===== src/verilog/pdu_gen_params.svh =====
`ifndef PDU_GEN_PARAMS_SVH
`define PDU_GEN_PARAMS_SVH

// stream beat geometry
`define PDU_DATA_WIDTH 512
`define PDU_EMPTY_WIDTH 6
`define PDU_FLIT_BYTES 64

// queue ids as they arrive in the metadata word
`define PDU_QUEUE_ID_WIDTH 32

// queue ids as they are kept in the descriptor
`define PDU_APP_IDX_WIDTH 8
`define PDU_FLOW_IDX_WIDTH 10

// byte and flit counters share one width
`define PDU_SIZE_WIDTH 16

`endif


===== src/verilog/pkt_types_pkg.sv =====
`default_nettype none

`include "pdu_gen_params.svh"

package pkt_types_pkg;

    // one beat as written to the pcie packet buffer
    // data is already byte-reversed when it lands here
    typedef struct packed {
        logic [`PDU_DATA_WIDTH-1:0] data;
        logic                       sop;
        logic                       eop;
    } flit_lite_t;

    // 514 bits total

endpackage

`default_nettype wire


===== src/verilog/meta_types_pkg.sv =====
`default_nettype none

`include "pdu_gen_params.svh"

package meta_types_pkg;

    // per-packet metadata that travels next to the stream
    typedef struct packed {
        logic [`PDU_QUEUE_ID_WIDTH-1:0] dsc_queue_id;
        logic [`PDU_QUEUE_ID_WIDTH-1:0] pkt_queue_id;
    } metadata_t;

    // descriptor written to the pcie metadata buffer at end of packet
    typedef struct packed {
        logic [`PDU_APP_IDX_WIDTH-1:0]  dsc_queue_id;
        logic [`PDU_FLOW_IDX_WIDTH-1:0] pkt_queue_id;
        // size_bytes already has the empty bytes of the last beat removed
        logic [`PDU_SIZE_WIDTH-1:0]     size_bytes;
        logic [`PDU_SIZE_WIDTH-1:0]     size_flits;
    } pkt_meta_t;

endpackage

`default_nettype wire


===== src/verilog/flit_swapper.sv =====
`timescale 1ns/1ps
`default_nettype none

`include "pdu_gen_params.svh"

module flit_swapper (
    input  logic                          clk,
    input  logic                          rst,
    input  logic                          beat_keep,
    input  logic                          in_sop,
    input  logic                          in_eop,
    input  logic [`PDU_DATA_WIDTH-1:0]    in_data,
    output pkt_types_pkg::flit_lite_t     flit
);

    import pkt_types_pkg::*;

    localparam int NUM_BYTES = `PDU_FLIT_BYTES;

    // next flit, built from the incoming beat
    flit_lite_t beat_swapped;

    // byte 0 of the input lands in the top byte of the flit
    always_comb begin
        beat_swapped.data = '0;
        for (int i = 0; i < NUM_BYTES; i++) begin
            beat_swapped.data[(NUM_BYTES - 1 - i) * 8 +: 8] = in_data[i * 8 +: 8];
        end
        beat_swapped.sop = in_sop;
        beat_swapped.eop = in_eop;
    end

    // framing marks clear on reset, payload just loads on keep
    always_ff @(posedge clk) begin
        if (rst) begin
            flit.sop <= 1'b0;
            flit.eop <= 1'b0;
        end else if (beat_keep) begin
            flit <= beat_swapped;
        end
    end

endmodule

`default_nettype wire


===== src/verilog/pdu_sizer.sv =====
`timescale 1ns/1ps
`default_nettype none

`include "pdu_gen_params.svh"

module pdu_sizer (
    input  logic                          clk,
    input  logic                          rst,
    input  logic                          beat_keep,
    input  logic                          in_sop,
    input  logic                          in_eop,
    input  logic [`PDU_EMPTY_WIDTH-1:0]   in_empty,
    input  meta_types_pkg::metadata_t     in_meta_data,
    output meta_types_pkg::pkt_meta_t     desc
);

    import meta_types_pkg::*;

    localparam int SW = `PDU_SIZE_WIDTH;
    localparam int EW = `PDU_EMPTY_WIDTH;

    logic [SW-1:0] byte_cnt;
    logic [SW-1:0] flit_cnt;

    logic [SW-1:0] byte_base;
    logic [SW-1:0] flit_base;
    logic [SW-1:0] byte_next;
    logic [SW-1:0] flit_next;

    pkt_meta_t desc_next;

    // a sop beat starts counting from zero, whatever was left over
    assign byte_base = in_sop ? '0 : byte_cnt;
    assign flit_base = in_sop ? '0 : flit_cnt;

    // every kept beat is counted as a full flit
    assign byte_next = byte_base + SW'(`PDU_FLIT_BYTES);
    assign flit_next = flit_base + SW'(1);

    always_comb begin
        desc_next.dsc_queue_id = in_meta_data.dsc_queue_id[`PDU_APP_IDX_WIDTH-1:0];
        desc_next.pkt_queue_id = in_meta_data.pkt_queue_id[`PDU_FLOW_IDX_WIDTH-1:0];
        // the last beat only carries 64 - empty valid bytes
        desc_next.size_bytes   = byte_next - {{(SW - EW){1'b0}}, in_empty};
        desc_next.size_flits   = flit_next;
    end

    always_ff @(posedge clk) begin
        if (rst) begin
            byte_cnt <= '0;
            flit_cnt <= '0;
        end else if (beat_keep) begin
            byte_cnt <= byte_next;
            flit_cnt <= flit_next;
        end
    end

    // descriptor only changes on the eop beat
    always_ff @(posedge clk) begin
        if (beat_keep && in_eop) begin
            desc <= desc_next;
        end
    end

endmodule

`default_nettype wire


===== src/verilog/pdu_buf_writer.sv =====
`timescale 1ns/1ps
`default_nettype none

module pdu_buf_writer (
    input  logic clk,
    input  logic rst,
    input  logic in_valid,
    input  logic in_meta_valid,
    input  logic in_sop,
    input  logic in_eop,
    input  logic pkt_buf_ready,
    input  logic meta_buf_ready,
    output logic in_ready,
    output logic beat_keep,
    output logic pkt_wr_en,
    output logic meta_wr_en,
    output logic in_meta_ready
);

    logic consume;
    logic pkt_open;

    // both buffers must have room, each keeps one slot of slack
    // for the beat already sitting in the output registers
    assign in_ready = pkt_buf_ready & meta_buf_ready;

    // a beat needs its metadata to be present as well
    assign consume = in_valid & in_meta_valid & in_ready;

    // beats outside a packet without sop are dropped here
    assign beat_keep = consume & (in_sop | pkt_open);

    // packet framing state
    always_ff @(posedge clk) begin
        if (rst) begin
            pkt_open <= 1'b0;
        end else if (beat_keep) begin
            if (in_eop) begin
                // covers the single-beat packet too
                pkt_open <= 1'b0;
            end else if (in_sop) begin
                pkt_open <= 1'b1;
            end
        end
    end

    // strobes line up with the registered flit and descriptor
    always_ff @(posedge clk) begin
        if (rst) begin
            pkt_wr_en     <= 1'b0;
            meta_wr_en    <= 1'b0;
            in_meta_ready <= 1'b0;
        end else begin
            pkt_wr_en     <= beat_keep;
            meta_wr_en    <= beat_keep & in_eop;
            // metadata is released together with the descriptor write
            in_meta_ready <= beat_keep & in_eop;
        end
    end

endmodule

`default_nettype wire


===== src/verilog/pdu_gen.sv =====
`timescale 1ns/1ps
`default_nettype none

`include "pdu_gen_params.svh"

module pdu_gen (
    input  logic                            clk,
    input  logic                            rst,
    input  logic                            in_sop,
    input  logic                            in_eop,
    input  logic [`PDU_DATA_WIDTH-1:0]      in_data,
    input  logic [`PDU_EMPTY_WIDTH-1:0]     in_empty,
    input  logic                            in_valid,
    output logic                            in_ready,
    input  logic                            in_meta_valid,
    input  var meta_types_pkg::metadata_t   in_meta_data,
    output logic                            in_meta_ready,
    output var pkt_types_pkg::flit_lite_t   pcie_pkt_buf_wr_data,
    output logic                            pcie_pkt_buf_wr_en,
    input  logic                            pcie_pkt_buf_in_ready,
    output var meta_types_pkg::pkt_meta_t   pcie_meta_buf_wr_data,
    output logic                            pcie_meta_buf_wr_en,
    input  logic                            pcie_meta_buf_in_ready
);

    // shared load enable for both data paths
    logic beat_keep;

    // admission, framing and write strobes
    pdu_buf_writer u_writer (
        .clk            (clk),
        .rst            (rst),
        .in_valid       (in_valid),
        .in_meta_valid  (in_meta_valid),
        .in_sop         (in_sop),
        .in_eop         (in_eop),
        .pkt_buf_ready  (pcie_pkt_buf_in_ready),
        .meta_buf_ready (pcie_meta_buf_in_ready),
        .in_ready       (in_ready),
        .beat_keep      (beat_keep),
        .pkt_wr_en      (pcie_pkt_buf_wr_en),
        .meta_wr_en     (pcie_meta_buf_wr_en),
        .in_meta_ready  (in_meta_ready)
    );

    // byte-reversed flit towards the packet buffer
    flit_swapper u_swapper (
        .clk       (clk),
        .rst       (rst),
        .beat_keep (beat_keep),
        .in_sop    (in_sop),
        .in_eop    (in_eop),
        .in_data   (in_data),
        .flit      (pcie_pkt_buf_wr_data)
    );

    // descriptor towards the metadata buffer
    pdu_sizer u_sizer (
        .clk          (clk),
        .rst          (rst),
        .beat_keep    (beat_keep),
        .in_sop       (in_sop),
        .in_eop       (in_eop),
        .in_empty     (in_empty),
        .in_meta_data (in_meta_data),
        .desc         (pcie_meta_buf_wr_data)
    );

endmodule

`default_nettype wire


===== config.mk =====
export PLATFORM = sky130hd
export DESIGN_NAME = pdu_gen
export DESIGN_NICKNAME = d
export VERILOG_FILES = /design/src/verilog/pkt_types_pkg.sv /design/src/verilog/meta_types_pkg.sv /design/src/verilog/flit_swapper.sv /design/src/verilog/pdu_sizer.sv /design/src/verilog/pdu_buf_writer.sv /design/src/verilog/pdu_gen.sv
export VERILOG_INCLUDE_DIRS = /design/src /design/src/verilog
export SDC_FILE = /design/constraint.sdc
export NUM_CORES = 1
export LEC_CHECK = 0
export BUFFER_PORTS_ARGS = -buffer_cell sky130_fd_sc_hd__buf_2
export CAP_MARGIN = 20
export CORE_AREA = 2 2 456 458
export DETAILED_ROUTE_END_ITERATION = 10
export DIE_AREA = 0 0 458 460
export GPL_TIMING_DRIVEN = 0
export SLEW_MARGIN = 20
export SYNTH_ARGS = -nofsm -noshare
export SYNTH_HDL_FRONTEND = slang
export SYNTH_SLANG_ARGS = --single-unit

===== constraint.sdc =====
create_clock -name clk -period 47.6 [get_ports clk]
set_input_delay 4.76 -clock clk [delete_from_list [all_inputs] [get_ports clk]]
set_output_delay 4.76 -clock clk [all_outputs]
set_load 0.02 [all_outputs]

==> impl_metrics.env <==
export IMPL_worst_pin_slew_ns=1.04
export IMPL_hold_buffers=0
export IMPL_cts_setup_buffers=0
export IMPL_synth_area_sq_um=19500
export IMPL_drc=0
export IMPL_postLayoutCoreUtil_pct=15.6
export IMPL_min_path_cells=1
export IMPL_synth_async_reset_ratio_pct=0
export IMPL_cts_tree="built"
export IMPL_fp_coreArea_sq_um=206000
export IMPL_syn_num_nets=1501
export IMPL_grt_max_degree=32
export IMPL_overflow=0
export IMPL_path_common_cell="buf_2"
export IMPL_ys_ff_latch=599
export IMPL_max_freq_ghz=0.0916
export IMPL_max_slew_margin_rel_pct=30.7
export IMPL_htree_levels=3
export IMPL_cp_buffers_inverters=4
export IMPL_ir_drop_mv=0.0267
export IMPL_drive_above_1_share_pct=58.9
export IMPL_synth_cell_types=51
export IMPL_syn_area_per_cell_sq_um=21.6
export IMPL_end_kind="output port"
export IMPL_nets=2724
export IMPL_portBuffers=1111
export IMPL_drtIter0Drc=873
export IMPL_finalSetupTns_ns=0
export IMPL_synth_edf_count=562
export IMPL_grtUsageTotal_pct=15.8
export IMPL_root_buffer="clkbuf_16"
export IMPL_antenna_found_initial=298
export IMPL_cts_sinks=599
export IMPL_clock_path_buffers=3
export IMPL_start_util_pct=9.47
export IMPL_clkTransAtPathRegs_ns=0.05
export IMPL_cp_num_cells=5
export IMPL_period_share_pct=22.9
export IMPL_final_hold_violation_count=0
export IMPL_critPathRequiredTime_ns=42.84
export IMPL_slowest_stage="clkbuf_1"
export IMPL_power_density_nw_per_um2=40.3
export IMPL_post_dp_cell_area_sq_um=29100
export IMPL_seq_area_frac_synth_pct=90.3
export IMPL_p_leak_uw=0.0121
export IMPL_clkLatencyLatePin_ns=0.73
export IMPL_grt_pass1_wl_mm=202
export IMPL_drt_total_wl_mm=173
export IMPL_worst_setup_path_type="input port to output port"
export IMPL_place_congestion=0.879
export IMPL_synthCells=902
export IMPL_ant_nets=0
export IMPL_area_growth_pct=64.4
export IMPL_cp_slowest_stage_delay_ns=0.55
export IMPL_hpwl_mm=153
export IMPL_ys_warn_count=0
export IMPL_drv_cap=0
export IMPL_die_y_um=460
export IMPL_cp_start_kind="input port"
export IMPL_die_area_sq_um=211000
export IMPL_detail_route_vias_per_cell=3.09
export IMPL_arrival_ns=6.15
export IMPL_fp_row_count=167
export IMPL_rsz0062_at_grt="false"
export IMPL_cts_resized=0
export IMPL_skew_ns=0.0466
export IMPL_cp_max_fo=10
export IMPL_status="complete, no violations"
export IMPL_reg2reg_depth=11
export IMPL_period_minus_slack_ns=10.91
export IMPL_io_pins=1158
export IMPL_min_path_type="flop to flop"
export IMPL_wire_per_inst_um=35.0
export IMPL_ys_flop_type="edfxtp_1"
export IMPL_grt_pass1_vias=14600
export IMPL_path_delay_family="buffers and inverters"
export IMPL_drtPass1Iterations=5
export IMPL_setup_viol=0
export IMPL_slew_violations=0
export IMPL_fill_cells=22900
export IMPL_path_cells="buf_2, nand2_1, clkbuf_1, inv_1, buf_2"
export IMPL_final_area_sq_um=32100
export IMPL_die_w_um=458
export IMPL_vias=15300
export IMPL_cts_buffers=84
[sequential cells by signal (all words and copies together), names as in the netlist]
name	count
u_sizer.byte_cnt	16
u_sizer.desc	50
u_sizer.flit_cnt	16
u_swapper.flit	514
u_writer.meta_wr_en	1
u_writer.pkt_open	1
u_writer.pkt_wr_en	1
[per-layer routing]
metal / vias to the layer above / global-route usage [%] / wire length, um
met5: - / 0 / 384
li1: 6058 / - / -
met4: 42 / 4.88 / 7420
met2: 1394 / 27.0 / 81900
met3: 627 / 12.1 / 29100
met1: 7144 / 14.5 / 53900
[worst paths after layout]
kind,end,from,slack (ns)
setup / recovery,in_ready,pcie_pkt_buf_in_ready,36.69
setup reg to reg,u_swapper.flit[108],u_writer.pkt_open,43.86
hold reg to reg,u_sizer.byte_cnt[5],u_sizer.byte_cnt[5],0.45
hold / removal,u_sizer.byte_cnt[5],u_sizer.byte_cnt[5],0.45
[cells in the final DEF (no fill, tap or decap), types with 15 or more instances in the layout]
| master | netlist | layout |
|---|---|---|
| buf_2 | 10 | 1121 |
| edfxtp_1 | 562 | 562 |
| clkbuf_16 | 0 | 85 |
| diode_2 | 0 | 45 |
| dfxtp_1 | 37 | 37 |
| nand2_1 | 29 | 29 |
| nor2_1 | 24 | 23 |
| a21oi_1 | 20 | 20 |
| clkbuf_1 | 11 | 19 |
| inv_1 | 20 | 19 |
| nor2b_1 | 15 | 15 |
| clkinv_1 | 0 | 15 |
[kinds of logic after synthesis]
logic type | after synthesis | synth area share [%]
muxes | 16 | 0.847
and+or+nand+nor | 146 | 4.11
xor gates and xnor gates | 17 | 0.763
AOI/OAI and AO/OA | 70 | 2.37
adders and majority gates | 9 | 0.616
DFF | 599 | 90.3
buffers and inverters | 45 | 0.969
[metrics by stage]
step	cells	total power, uW	hold WS, ns	setup WS (ns)
finish	4942	1290	0.449	36.69
global route	4924	1340	0.479	36.56
CTS	4897	1320	0.452	36.61
detailed placement	4743	635	0.436	36.62
global placement	4717	638	0.434	5.40
floorplan	902	603	0.421	19.61
[report_power, final]
group | internal [uW] | leakage, uW | switching, uW
logic | 19.9 | 0.00532 | 23.2
registers | 579 | 0.00536 | 1.02
clock network | 388 | 0.00139 | 279
total | 988 | 0.0121 | 303
[synth_stat cells, types with 2 or more instances]
master,count,area (sq um)
buf_2,10,50.1
or3_1,3,18.8
o32ai_1,6,52.6
edfxtp_1,562,16900
o21ai_0,13,65.1
nand4_1,3,18.8
a311o_1,2,20.0
dfxtp_1,37,741
mux2i_1,12,120
a21oi_1,20,100
o21a_1,3,22.5
inv_1,20,75.1
a41oi_1,3,26.3
ha_1,8,100
or4_1,3,22.5
a211oi_1,3,22.5
mux2_2,4,45.0
buf_4,2,15.0
and3b_1,2,17.5
nor2_1,24,90.1
a21o_1,5,37.5
xor2_1,5,43.8
and3_1,3,18.8
clkbuf_1,11,41.3
nor3b_1,2,15.0
buf_1,2,7.51
nand3b_1,5,37.5
nand2b_1,10,62.6
and2_1,9,56.3
and4b_1,3,30.0
nor2b_1,15,93.8
or2_2,3,18.8
nand2_1,29,109
nor4_1,3,18.8
a31oi_1,5,31.3
xnor2_1,12,105
nand3_1,10,50.1
nor3_1,13,65.1
o31ai_1,5,37.5
[cell type report]
type                    instances  area (sq um)  area share, %
inverters                      20          77.6          0.242
multi-input cells             258          1700           5.32
diodes                         45           113          0.351
repair buffers               1137          6190           19.3
clock buffers                  95          2180           6.81
clock inverters                59           683           2.13
plain buffers                  25           114          0.355
well taps                    2704          3380           10.6
flip-flops and latches        599         17600           54.9
Power figures use the tool's default switching activity.
